<file path="config.mk">
export PLATFORM = sky130hd
export DESIGN_NAME = sum_kernel_unit
export DESIGN_NICKNAME = d
export VERILOG_FILES = /design/src/rtl/sum_kernel_pkg.sv /design/src/rtl/accum_ctrl_if.sv /design/src/rtl/result_credit_counter.sv /design/src/rtl/edge_sum_accumulator.sv /design/src/rtl/vertex_job_control.sv /design/src/rtl/sum_kernel_unit.sv
export VERILOG_INCLUDE_DIRS = /design/src /design/src/rtl
export SDC_FILE = /design/constraint.sdc
export NUM_CORES = 1
export LEC_CHECK = 0
export BUFFER_PORTS_ARGS = -buffer_cell sky130_fd_sc_hd__buf_4
export CAP_MARGIN = 5
export CORE_UTILIZATION = 35
export CTS_CLUSTER_SIZE = 25
export DETAILED_ROUTE_END_ITERATION = 10
export GPL_TIMING_DRIVEN = 0
export PLACE_DENSITY_LB_ADDON = 0.25
export SYNTH_ARGS = -nofsm -noshare
export SYNTH_HDL_FRONTEND = slang
export SYNTH_HIERARCHICAL = 1
export SYNTH_SLANG_ARGS = --single-unit
</file>
<file path="constraint.sdc">
create_clock -name clock -period 2.7 [get_ports clock]
set_input_delay 0.405 -clock clock [delete_from_list [all_inputs] [get_ports clock]]
set_output_delay 0.405 -clock clock [all_outputs]
set_load 0.01 [all_outputs]
</file>
<file path="src/rtl/sum_kernel_consts.svh">
//////////////////////////////
// Widths and credit counts for the sum compute unit
// Included by the package and by modules that size from these values
//////////////////////////////

`ifndef SUM_KERNEL_CONSTS_SVH
`define SUM_KERNEL_CONSTS_SVH

// Datapath widths
`define EDGE_WEIGHT_BITS 16
`define SUM_BITS         32
`define VERTEX_ID_BITS   16
`define DEGREE_BITS      8
`define TOTAL_BITS       32

// Producer side edge credits at reset
`define EDGE_CREDITS     4

// Result credits held by the unit at reset
`define RESULT_CREDITS   2

`endif

</file>
<file path="src/rtl/sum_kernel_pkg.sv">
//////////////////////////////
// Shared types of the sum compute unit
// Referenced by scoped name from the RTL and the testbench
//////////////////////////////

`default_nettype none

`include "sum_kernel_consts.svh"

package sum_kernel_pkg;

	// One weight off the edge stream
	typedef logic [`EDGE_WEIGHT_BITS-1:0] edge_weight_t;

	// Accumulated sum, wraps on overflow
	typedef logic [`SUM_BITS-1:0] sum_t;

	// Vertex identifier carried from job to result
	typedef logic [`VERTEX_ID_BITS-1:0] vertex_id_t;

	// Degree of a job, also the per-job edge count
	typedef logic [`DEGREE_BITS-1:0] degree_t;

	// Edges consumed since reset
	typedef logic [`TOTAL_BITS-1:0] total_t;

	//////////////////////////////
	// Job state machine
	//////////////////////////////
	typedef enum logic [1:0] {
		IDLE        = 2'd0,
		ACCUM       = 2'd1,
		WAIT_CREDIT = 2'd2,
		EMIT        = 2'd3
	} job_state_e;

endpackage

`default_nettype wire

</file>
<file path="src/rtl/accum_ctrl_if.sv">
//////////////////////////////
// Handshake between the job state machine and the accumulator
// State machine takes control, accumulator takes datapath
//////////////////////////////

`timescale 1ns/1ps
`default_nettype none

interface accum_ctrl_if;

	// Arm pulse and edge budget from the state machine
	logic                    start;
	sum_kernel_pkg::degree_t degree;

	// Completion level, held until the next start
	logic                    done;
	sum_kernel_pkg::sum_t    sum;
	sum_kernel_pkg::degree_t count;

	// State machine side
	modport control (
		output start, degree,
		input  done, sum, count
	);

	// Accumulator side
	modport datapath (
		input  start, degree,
		output done, sum, count
	);

endinterface

`default_nettype wire

</file>
<file path="src/rtl/result_credit_counter.sv">
//////////////////////////////
// Result credit pool, one credit spent per emitted result
// Consumer credit pulses refill it up to CREDITS
//////////////////////////////

`timescale 1ns/1ps
`default_nettype none

`include "sum_kernel_consts.svh"

module result_credit_counter #(
	parameter int CREDITS = `RESULT_CREDITS
) (
	input  logic clock,
	input  logic rstn,
	input  logic credit_give,
	input  logic credit_spend,
	output logic have_credit
);

	localparam int CNT_BITS = $clog2(CREDITS + 1);

	logic [CNT_BITS-1:0] count;
	logic [CNT_BITS-1:0] count_next;

	// Give and spend together leave the count alone
	always_comb begin
		count_next = count;
		if (credit_give && !credit_spend)
			count_next = count + 1'b1;
		else if (!credit_give && credit_spend)
			count_next = count - 1'b1;
	end

	always_ff @(posedge clock or negedge rstn) begin
		if (!rstn) begin
			count <= CNT_BITS'(CREDITS);
		end else begin
			count <= count_next;
		end
	end

	assign have_credit = (count != '0);

	// Spend only comes from the state machine after it saw a credit
	a_no_spend_at_zero: assert property (@(posedge clock) disable iff (!rstn)
		credit_spend |-> (count != '0))
		else $error("result credit spent with an empty pool");

	// Consumer must not return more than it was given
	a_no_overflow: assert property (@(posedge clock) disable iff (!rstn)
		count <= CNT_BITS'(CREDITS))
		else $error("result credit pool above its limit");

endmodule

`default_nettype wire

</file>
<file path="src/rtl/edge_sum_accumulator.sv">
//////////////////////////////
// Edge latch then add pipeline for one vertex job at a time
// Returns an edge credit per accepted edge, keeps the edge total
//////////////////////////////

`timescale 1ns/1ps
`default_nettype none

`include "sum_kernel_consts.svh"

module edge_sum_accumulator (
	input  logic                         clock,
	input  logic                         rstn,
	input  logic                         edge_valid,
	input  sum_kernel_pkg::edge_weight_t edge_weight,
	output logic                         edge_credit,
	output sum_kernel_pkg::total_t       edge_total,
	accum_ctrl_if.datapath               ctl
);

	localparam int CRED_BITS = $clog2(`EDGE_CREDITS + 1);

	logic                         lat_valid;
	sum_kernel_pkg::edge_weight_t lat_weight;
	logic                         armed;
	logic                         done_q;
	sum_kernel_pkg::sum_t         sum_q;
	sum_kernel_pkg::degree_t      count_q;
	logic                         last_edge;
	logic [CRED_BITS-1:0]         producer_credits;

	//////////////////////////////
	// Stage one, edge latch
	//////////////////////////////
	always_ff @(posedge clock or negedge rstn) begin
		if (!rstn) begin
			lat_valid <= 1'b0;
		end else begin
			lat_valid <= edge_valid;
		end
	end

	// Weight zeroed when no edge arrives
	always_ff @(posedge clock) begin
		lat_weight <= edge_valid ? edge_weight : '0;
	end

	// One credit back per latched edge
	assign edge_credit = lat_valid;

	//////////////////////////////
	// Stage two, sum and count
	//////////////////////////////
	assign last_edge = (sum_kernel_pkg::degree_t'(count_q + 1'b1) == ctl.degree);

	always_ff @(posedge clock or negedge rstn) begin
		if (!rstn) begin
			armed   <= 1'b0;
			done_q  <= 1'b0;
			sum_q   <= '0;
			count_q <= '0;
		end else if (ctl.start) begin
			// Zero degree finishes right away
			armed   <= (ctl.degree != '0);
			done_q  <= (ctl.degree == '0);
			sum_q   <= '0;
			count_q <= '0;
		end else if (armed && lat_valid) begin
			sum_q   <= sum_q + sum_kernel_pkg::sum_t'(lat_weight);
			count_q <= count_q + 1'b1;
			if (last_edge) begin
				armed  <= 1'b0;
				done_q <= 1'b1;
			end
		end
	end

	// Running total of every edge that reached stage two
	always_ff @(posedge clock or negedge rstn) begin
		if (!rstn) begin
			edge_total <= '0;
		end else if (lat_valid) begin
			edge_total <= edge_total + 1'b1;
		end
	end

	assign ctl.done  = done_q;
	assign ctl.sum   = sum_q;
	assign ctl.count = count_q;

	// Mirror of the producer's credit count
	always_ff @(posedge clock or negedge rstn) begin
		if (!rstn) begin
			producer_credits <= CRED_BITS'(`EDGE_CREDITS);
		end else begin
			case ({edge_valid, edge_credit})
				2'b10: producer_credits <= producer_credits - 1'b1;
				2'b01: producer_credits <= producer_credits + 1'b1;
				default: producer_credits <= producer_credits;
			endcase
		end
	end

	a_edge_needs_credit: assert property (@(posedge clock) disable iff (!rstn)
		edge_valid |-> (producer_credits != '0))
		else $error("edge sent without an edge credit");

	// Edges only after the job was taken and before its budget is used
	a_edge_when_armed: assert property (@(posedge clock) disable iff (!rstn)
		edge_valid |-> (armed || ctl.start))
		else $error("edge accepted while the accumulator is not armed");

	// Stale count is allowed only in the start cycle
	a_count_le_degree: assert property (@(posedge clock) disable iff (!rstn)
		!ctl.start |-> (count_q <= ctl.degree))
		else $error("edge count above the job degree");

endmodule

`default_nettype wire

</file>
<file path="src/rtl/vertex_job_control.sv">
//////////////////////////////
// Job state machine of the sum unit
// Takes a job, arms the accumulator, emits one result per job
//////////////////////////////

`timescale 1ns/1ps
`default_nettype none

module vertex_job_control (
	input  logic                       clock,
	input  logic                       rstn,
	input  logic                       job_valid,
	input  sum_kernel_pkg::vertex_id_t job_vertex,
	input  sum_kernel_pkg::degree_t    job_degree,
	output logic                       job_ready,
	input  logic                       have_credit,
	output logic                       credit_spend,
	output logic                       result_valid,
	output sum_kernel_pkg::vertex_id_t result_vertex,
	accum_ctrl_if.control              ctl
);

	sum_kernel_pkg::job_state_e state;
	sum_kernel_pkg::job_state_e state_next;
	sum_kernel_pkg::vertex_id_t vertex_q;
	sum_kernel_pkg::degree_t    degree_q;
	logic                       start_q;
	logic                       job_take;

	assign job_ready = (state == sum_kernel_pkg::IDLE);
	assign job_take  = job_valid && job_ready;

	//////////////////////////////
	// Next state
	//////////////////////////////
	always_comb begin
		state_next = state;
		case (state)
			sum_kernel_pkg::IDLE: begin
				if (job_take)
					state_next = sum_kernel_pkg::ACCUM;
			end
			sum_kernel_pkg::ACCUM: begin
				// Done is stale while start is still high
				if (ctl.done && !start_q)
					state_next = sum_kernel_pkg::WAIT_CREDIT;
			end
			sum_kernel_pkg::WAIT_CREDIT: begin
				if (have_credit)
					state_next = sum_kernel_pkg::EMIT;
			end
			sum_kernel_pkg::EMIT: begin
				state_next = sum_kernel_pkg::IDLE;
			end
			default: state_next = sum_kernel_pkg::IDLE;
		endcase
	end

	always_ff @(posedge clock or negedge rstn) begin
		if (!rstn) begin
			state   <= sum_kernel_pkg::IDLE;
			start_q <= 1'b0;
		end else begin
			state   <= state_next;
			// Start follows the job take by one cycle
			start_q <= job_take;
		end
	end

	// Job fields held for the whole job
	always_ff @(posedge clock or negedge rstn) begin
		if (!rstn) begin
			vertex_q <= '0;
			degree_q <= '0;
		end else if (job_take) begin
			vertex_q <= job_vertex;
			degree_q <= job_degree;
		end
	end

	assign ctl.start  = start_q;
	assign ctl.degree = degree_q;

	// Result and credit spend share the EMIT cycle
	assign result_valid  = (state == sum_kernel_pkg::EMIT);
	assign credit_spend  = result_valid;
	assign result_vertex = vertex_q;

	a_result_has_credit: assert property (@(posedge clock) disable iff (!rstn)
		result_valid |-> have_credit)
		else $error("result emitted without a result credit");

	// Busy until a result has gone out
	a_ready_after_result: assert property (@(posedge clock) disable iff (!rstn)
		(!job_ready && !result_valid) |=> !job_ready)
		else $error("job port ready before the result was emitted");

endmodule

`default_nettype wire

</file>
<file path="src/rtl/sum_kernel_unit.sv">
//////////////////////////////
// Sum compute unit top, job in, edges summed, result out
// Credit flow control on the edge and result streams
//////////////////////////////

`timescale 1ns/1ps
`default_nettype none

module sum_kernel_unit (
	input  logic                         clock,
	input  logic                         rstn,
	// Job port
	input  logic                         job_valid,
	input  sum_kernel_pkg::vertex_id_t   job_vertex,
	input  sum_kernel_pkg::degree_t      job_degree,
	output logic                         job_ready,
	// Edge port
	input  logic                         edge_valid,
	input  sum_kernel_pkg::edge_weight_t edge_weight,
	output logic                         edge_credit,
	// Result port
	output logic                         result_valid,
	output sum_kernel_pkg::vertex_id_t   result_vertex,
	output sum_kernel_pkg::sum_t         result_sum,
	output sum_kernel_pkg::degree_t      result_count,
	input  logic                         result_credit,
	// Running total
	output sum_kernel_pkg::total_t       edge_total
);

	logic have_credit;
	logic credit_spend;

	accum_ctrl_if u_accum_ctrl_if ();

	vertex_job_control u_vertex_job_control (
		.clock         (clock),
		.rstn          (rstn),
		.job_valid     (job_valid),
		.job_vertex    (job_vertex),
		.job_degree    (job_degree),
		.job_ready     (job_ready),
		.have_credit   (have_credit),
		.credit_spend  (credit_spend),
		.result_valid  (result_valid),
		.result_vertex (result_vertex),
		.ctl           (u_accum_ctrl_if.control)
	);

	edge_sum_accumulator u_edge_sum_accumulator (
		.clock       (clock),
		.rstn        (rstn),
		.edge_valid  (edge_valid),
		.edge_weight (edge_weight),
		.edge_credit (edge_credit),
		.edge_total  (edge_total),
		.ctl         (u_accum_ctrl_if.datapath)
	);

	result_credit_counter u_result_credit_counter (
		.clock        (clock),
		.rstn         (rstn),
		.credit_give  (result_credit),
		.credit_spend (credit_spend),
		.have_credit  (have_credit)
	);

	// Sum and count stay held while the result waits
	assign result_sum   = u_accum_ctrl_if.sum;
	assign result_count = u_accum_ctrl_if.count;

endmodule

`default_nettype wire

</file>
# Word level (Yosys, flattened, before mapping)
# Cells that the tools add are included.
# totals
input_bits,45
ff_bits,120
word_cells,57
# classes
eq_ne,7
addsub,5
n_mux,16
n_reduce_logical,17
# ops
operator,n
$mux W32,2
$add A32 B1 Y32 const B,1
$add A32 B16 Y32,1
$mux W8,2
$mux W2,5
$add A8 B1 Y8 const B,1
$eq A8 B8 Y1,1
$logic_not A8 Y1,1
$pmux W2 S4,1
$reduce_bool A2 Y1,4
$reduce_bool A8 Y1,1
$mux W1,6
$logic_and A1 B1 Y1,5
$eq A2 B2 Y1 const B,2
$ne A2 B2 Y1 const B,2
$logic_not A1 Y1,3
$reduce_and A3 Y1,1
$add A2 B1 Y2 const B,1
$eq A2 B1 Y1 const B,1
$logic_not A2 Y1,1
$ne A2 B1 Y1 const B,1
$reduce_and A2 Y1,1
$sub A2 B1 Y2 const B,1

# Depth between registers and ports, before layout
# Gate-level depths: netlist of run 1.
# logic_depth
depth_word,5
ltp_mapped,10

# Modules after synthesis
# Netlist of run 1, hierarchy kept.
# modules_own_cells
mod,cells_each,area_each_um2,seq_area_each_um2,instances
edge_sum_accumulator,549,5117.4,2197.1,1
vertex_job_control,70,1089.8,675.6,1
result_credit_counter,9,103.8,51.3,1

# Worst setup path before layout of run 1
# No wires, ideal clock.
# synth_timing
kind,reg2reg
from,register u_edge_sum_accumulator.sum_q[0] (netlist: u_edge_sum_accumulator/ctl.sum[0])
to,register u_edge_sum_accumulator.sum_q[24] (netlist: u_edge_sum_accumulator/ctl.sum[24])
t_arrival_ps,2206
slack_ps,367
n_path_buf,1
period_less_slack_ps,2333
path_stages_with_launch,11
path_cell_list,dfrtp_1 > ha_1 > inv_1 > fa_1 > nand2b_1 > a21o_1 > nand2b_1 > a41oi_1 > buf_2 > a21oi_1 > mux2_1
# synth_via
elab_chain_len,3
# synth_rtl
element,line_no,rtl
start: declaration,edge_sum_accumulator.sv:27,sum_kernel_pkg::sum_t sum_q;
start signal: assignment,edge_sum_accumulator.sv:69,sum_q <= sum_q + sum_kernel_pkg::sum_t'(lat_weight);
$add A32 B16 Y32,edge_sum_accumulator.sv:69,
$mux W32,edge_sum_accumulator.sv:68,end else if (armed && lat_valid) begin
$mux W32,edge_sum_accumulator.sv:62,end else if (ctl.start) begin
# No other way between the ends. The select of a mux whose other input is x is not followed.
# A chain may end at the register's enable or synchronous reset.

# Final worst setup path of run 1
# layout_timing
from,register u_edge_sum_accumulator.sum_q[1] (netlist: u_edge_sum_accumulator/ctl.sum[1])
to,register u_edge_sum_accumulator.sum_q[29] (netlist: u_edge_sum_accumulator/ctl.sum[29])
# The elaborated chain is that of the path after synthesis.

==> results of run 1 <==
## placed cells by master (no fill, tap or decap), drive strengths merged, types with 4 or more instances in the layout
| master | instances |
|---|---|
| buf | 145 |
| dfrtp | 103 |
| nand2 | 54 |
| nor2 | 39 |
| clkbuf | 38 |
| nand3 | 35 |
| mux2 | 33 |
| a21oi | 32 |
| xnor2 | 30 |
| ha | 24 |
| xor2 | 23 |
| inv | 20 |
| nand4 | 20 |
| and2 | 19 |
| a21o | 18 |
| dfxtp | 16 |
| nor2b | 15 |
| o21ai | 14 |
| and3 | 14 |
| a31oi | 9 |
| or4 | 8 |
| nand2b | 8 |
| nor3 | 7 |
| bufinv | 6 |
| or3 | 6 |
| nor4 | 6 |
| o211ai | 5 |
| o311ai | 5 |
| o21bai | 4 |
| or2 | 4 |
## metal layers
metal | share of wire (%) | GRT usage [%] | vias up
li1 | - | - | 2550
met1 | 48 | 24.02 | 2541
met2 | 47 | 27.61 | 119
met3 | 4.9 | 4.623 | 4
met4 | 0.58 | 6.049 | 0
met5 | 0 | 0 | -
## what timing repair did
| item | in CTS | in global routing |
|---|---|---|
| hold buffers | 0 | 0 |
| setup endpoints to repair | 0 | 5 |
| hold endpoints to repair | 0 | 0 |
| resized for setup | 0 | 3 |
## worst paths after layout
check,from,to,slack (ns)
min in group clock,edge_valid,u_edge_sum_accumulator/edge_credit,0.17
max in group asynchronous,rstn,u_result_credit_counter/count[1],1.93
setup reg to reg,u_edge_sum_accumulator/ctl.sum[1],u_edge_sum_accumulator/ctl.sum[29],0.12
hold reg to reg,u_edge_sum_accumulator/edge_total[31],u_edge_sum_accumulator/edge_total[31],0.47
setup / recovery,u_edge_sum_accumulator/ctl.sum[1],u_edge_sum_accumulator/ctl.sum[29],0.12
hold / removal,rstn,u_edge_sum_accumulator/edge_total[5],0.03
## logic make-up after synthesis
| logic type | synth area share (%) |
|---|---|
| fa+ha+maj | 5.075 |
| xor+xnor | 7.355 |
| mux | 6.047 |
| buf+inv | 3.450 |
| compound gates | 11.14 |
| flops | 46.33 |
| simple gates | 20.60 |
## critical path, cell delays in order (launching register included)
cell	delay [ns]
dfrtp_1	0.42
ha_1	0.30
a21oi_1	0.09
nand4b_1	0.30
a21oi_1	0.39
o21bai_2	0.20
o311ai_1	0.39
mux2_2	0.37
## power by group
group | internal [uW] | switching (uW)
combinational | 194 | 168
clock | 1770 | 780
sequential | 1880 | 89.4
total | 3850 | 1040
## registers in the layout, indices dropped and copies added, names as in the netlist, 2 cells and up
register                            count
u_result_credit_counter/count           2
u_edge_sum_accumulator/ctl.count        8
u_vertex_job_control/state              2
u_edge_sum_accumulator/ctl.sum         32
u_vertex_job_control/ctl.degree         8
u_vertex_job_control/result_vertex     16
u_edge_sum_accumulator/edge_total      32
u_edge_sum_accumulator/lat_weight      16
## area by class of cell
type / count / area (um2)
plain buffers: 26 / 145.1
clock buffers: 22 / 464.2
clock inverters: 9 / 195.2
fillers: 1686 / 9170
inverters: 20 / 75.07
multi-input cells: 462 / 3181
flip-flops and latches: 120 / 2924
well taps: 225 / 281.5
repair buffers: 136 / 1041
## through the flow
step	hold slack, ns	setup WS, ns
after CTS	0.06479	0.01530
after detailed placement	0.4651	0.06095
final	0.03216	0.1164
after floorplan	0.1094	0.3666
after global routing	0.08435	0.01984
after global placement	0.4594	0.1309
==> impl_metrics.ini, run 1 <==
[synthesis]
netlist_instances = 628
yosysSeqAreaShare_pct = 46.33
synth-seq-cells = 120
synth_warnings = 6
synth.most_common_cell = dfrtp_1
ys.flop_type = dfrtp_1
yosysUniqueCellTypes = 62
synth_common_cells = 103 x dfrtp_1, 53 x nand2_1, 39 x nor2_1, 35 x nand3_1, 32 x a21oi_1
netlist_top_cells_area = dfrtp_1 41%, mux2_2 5.4%, dfxtp_1 5.1%, ha_1 4.8%, xnor2_1 4.2%
ys_async_sr_fraction_pct = 86.67
synthesis.nets = 698
synth.avg_cell_area_um2 = 10.05
synth_top_cell_by_area = dfrtp_1
synth_area_mm2 = 0.006311
yosys.area.top_type_share_pct = 40.84
synth_edf_count = 0

[placement]
portBuffers = 135
hpwl_mm = 11.55
place_area_mm2 = 0.007634
routabilityCongestion = 0.8269
dp_cells = 989

[routing]
first_pass_iters = 4
dr.first_iter.drc_count = 244
vias = 5214
drc = 0
vias_per_cell = 5.112
wire_per_inst_um = 15.50
final_antenna_net_count = 0
drt_wl_total_mm = 15.82

[layout]
fin_util_pct = 47.53
diodes = 0
post-route-cell-area_mm2 = 0.008307
synthToLayoutAreaGrowth_pct = 31.62
drive_gt1_share_pct = 27.17
nets = 853
final_cells = 1020

[cts]
cts_sinks = 120
worstSkewPairLatency_ns = 0.41
clockBufferDepth = 2
cts_tree = yes
cts_inserted_buffers = 17
h-tree-depth = 4
root_buffer = clkbuf_16
path_clk_slew_ns = 0.05
postCtsSetupBuffers = 0

[sta]
hold_violations = 0
setup_violations = 0
slew_viol_final = 0
maxSlewHeadroom_pct = 52.99
worst_pin_slew_ns = 0.7052
period_share_pct = 95.69
timing.fmax_mhz = 387.1
clock_skew_ns = 0.009769
setup-tns-final_ns = 0
rsz0062_at_grt = false
period_needed_ns = 2.584

[global_routing]
track_usage_pct = 17.84
grt_max_degree = 54
grt_pass1_wl_mm = 25.46
grt_antenna_before_repair = 0
grt_pass1_vias = 4967
grt-ovfl-total = 0

[worst_hold_path]
hold_class = input pin to async pin

[power]
leakage_uw = 0.004071
powerDensity_mw_per_mm2 = 587.8
ir_drop_v = 0.0004168
finalPower_uw = 4883

[die]
fp.dieArea_mm2 = 0.01857
die_w_um = 136.3
ios = 136
row_count = 48
die_y_um = 136.3
initial_core_util_pct = 36.11
core-area_mm2 = 0.01748

[job]
max_cap_viol_count = 0

[setup_path]
critPathMaxFanout = 6
end_kind = flip-flop
startpoint_type = flip-flop
reg2reg_depth = 7
required_ns = 2.99
arrival_ns = 2.87
crit_type = flip-flop to flip-flop

[outcome]
status = completed
No activity file was read; power rests on OpenSTA's default activity.
==> run 2: changes to the inputs <==
- ABC_AREA: default -> 1
- SETUP_SLACK_MARGIN: default -> 0.1
==> impl_metrics.ini, run 2 <==
[outcome]
status = completed

[cts]
cts_inserted_buffers = 17
h-tree-depth = 4
clockBufferDepth = 2
path_clk_slew_ns = 0.06
worstSkewPairLatency_ns = 0.42
cts-resized-gates = 0
cts_sinks = 120
root_buffer = clkbuf_16
hold_buffers = 1
cts_tree = yes
postCtsSetupBuffers = 0

[synthesis]
yosysSeqAreaShare_pct = 42.73
synth_top_cell_by_area = dfrtp_1
yosysUniqueCellTypes = 42
synth.avg_cell_area_um2 = 7.462
synth_common_cells = 309 x nand2_1, 105 x inv_1, 103 x dfrtp_1, 82 x nor2_1, 65 x nand3_1
synth_area_mm2 = 0.006843
synth-seq-cells = 120
synthesis.nets = 987
netlist_top_cells_area = dfrtp_1 38%, nand2_1 17%, inv_1 5.8%, nand3_1 4.8%, dfxtp_1 4.7%
netlist_instances = 917
synth_warnings = 6
ys_async_sr_fraction_pct = 86.67
synth.most_common_cell = nand2_1
synth_edf_count = 0
ys.flop_type = dfrtp_1
yosys.area.top_type_share_pct = 37.67

[routing]
top_layer_used = met4
vias = 6282
wl_met1_mm = 8.222
drt_wl_total_mm = 17.90
dr.first_iter.drc_count = 317
vias_per_cell = 4.667
dr_wl_met2_mm = 8.224
drc = 0
final_antenna_net_count = 0
first_pass_iters = 5
wire_per_inst_um = 13.30
wl_met3_mm = 1.238

[global_routing]
grt_pass1_wl_mm = 30.10
grt_antenna_before_repair = 0
grt-ovfl-total = 0
grt_max_degree = 66
track_usage_pct = 19.12
grt_pass1_vias = 6165

[sta]
hold_violations = 0
period_share_pct = 85.89
worst_pin_slew_ns = 0.6356
timing.fmax_mhz = 431.2
period_needed_ns = 2.319
setup-tns-final_ns = 0
maxSlewHeadroom_pct = 57.63
rsz0062_at_grt = false
setup_violations = 0
clock_skew_ns = 0.009185
slew_viol_final = 0

[power]
p_comb_share_pct = 33.7
p_clk_share_pct = 30.3
leakage_uw = 0.004676
swShare_pct = 37.20
pwr-share-seq_pct = 36.0
ir_drop_v = 0.0006242
p_int_uw = 4502
p_switching_uw = 2667
powerDensity_mw_per_mm2 = 816.1

[die]
row_count = 50
core-area_mm2 = 0.01896
ios = 136
die_y_um = 141.8
initial_core_util_pct = 36.10
die_w_um = 141.8
fp.dieArea_mm2 = 0.02011

[layout]
synthToLayoutAreaGrowth_pct = 28.38
nets = 1143
final_cell_mix = 309 x nand2_1, 137 x buf_4, 105 x inv_1
post-route-cell-area_mm2 = 0.008785
n_fill_cell = 1917
multi_input_area_mm2 = 0.003395
ff_latch_area_mm2 = 0.002924
drive_gt1_share_pct = 20.72
layout.cells.most_common = nand2_1
diodes = 0

[setup_path]
r2r_slack_ns = 0.38
arrival_ns = 2.62
critPathMaxFanout = 4
reg2reg_from = u_edge_sum_accumulator/ctl.sum[0]
startpoint_type = flip-flop
required_ns = 3.00
crit_type = flip-flop to flip-flop
end_kind = flip-flop
reg2reg_to = u_edge_sum_accumulator/ctl.sum[22]
worstSetupStartpoint = u_edge_sum_accumulator/ctl.sum[0]
reg2reg_depth = 11
crit_path_end = u_edge_sum_accumulator/ctl.sum[22]

[worst_hold_path]
hold_class = input pin to flip-flop
holdPathStages = 1

[placement]
routabilityCongestion = 0.8954
portBuffers = 135
hpwl_mm = 13.51
place_area_mm2 = 0.008209

[job]
max_cap_viol_count = 0
-- run 2: cell types whose count changed after synthesis, moves of 15 or more --
cell     previous run  this run
nor2b_1            15         0
nor2_1             39        82
nand3_1            35        65
a21o_1             18         0
xnor2_1            30         9
nand2_1            53       309
mux2_2             30         0
nand2_2             1        23
inv_1              20       105
and2_1             19         3
-- run 2: worst max-delay path, stage by stage (launching register included) --
cell     delay [ns]
dfrtp_1        0.38
ha_1           0.21
inv_1          0.06
fa_1           0.45
nor2_1         0.13
nor2_1         0.10
o21ai_1        0.31
nand3_1        0.13
nand3_1        0.21
nand3_1        0.09
nand2_1        0.07
nor2_1         0.05
-- run 2: worst min path at each step --
stage / startpoint / to / slack [ns]
6_report: edge_valid / u_edge_sum_accumulator/edge_credit / 0.10
5_1_grt: edge_valid / u_edge_sum_accumulator/edge_credit / 0.09
4_1_cts: edge_valid / u_edge_sum_accumulator/edge_credit / 0.09
3_5_place_dp: rstn / u_edge_sum_accumulator/ctl.sum[8] / 0.44
3_3_place_gp: u_result_credit_counter/count[1] / u_result_credit_counter/count[1] / 0.45
2_1_floorplan: rstn / u_edge_sum_accumulator/armed / 0.11
-- run 2: final cells by class --
cell class	count	area share, %
Multi-Input combinational cell	671	38.64
Sequential cell	120	33.29
Timing Repair Buffer	137	11.96
Clock buffer	19	5.042
Inverter	113	4.914
Tap cell	260	3.703
Clock inverter	13	1.396
Buffer	13	1.054
-- run 2: through the flow --
stage	hold slack, ns	cells	total power [uW]	util (%)	setup slack [ns]
final	0.1043	1346	7169	46.34	0.3809
after detailed placement	0.4363	1313	5038	43.31	0.3805
after floorplan	0.1094	917	4051	-	0.7782
after global placement	0.4487	1312	4991	43.16	0.4004
after global routing	0.09176	1346	7709	46.34	0.1810
after CTS	0.09464	1346	7253	46.34	0.3501
-- run 2: power groups by stage --
stage          clock network, uW  registers (uW)  logic, uW
6_report                    2180            2580       2410
5_1_grt                     2320            2640       2760
4_1_cts                     2230            2580       2450
3_5_place_dp                   0            2600       2440
3_3_place_gp                   0            2600       2390
2_1_floorplan                  0            2640       1410
-- run 2: kinds of logic (layout without fill, tap and decap cells) --
| family | count (synthesis) | after routing | share of synthesized area, % |
|---|---|---|---|
| AND/OR/NAND/NOR | 542 | 542 | 35.24 |
| buffers and inverters | 126 | 295 | 7.661 |
| flip-flops | 120 | 120 | 42.73 |
| XOR/XNOR | 33 | 33 | 4.224 |
| adder cells (fa/ha/maj) | 25 | 25 | 4.681 |
| AO/OA/AOI/OAI | 71 | 71 | 5.467 |
-- run 2: per-layer routing --
layer  GRT usage, %  up-vias
li1               -     3223
met1          23.58     2870
met2          31.92      166
met3          6.345       23
met4          5.093        0
met5              0        -
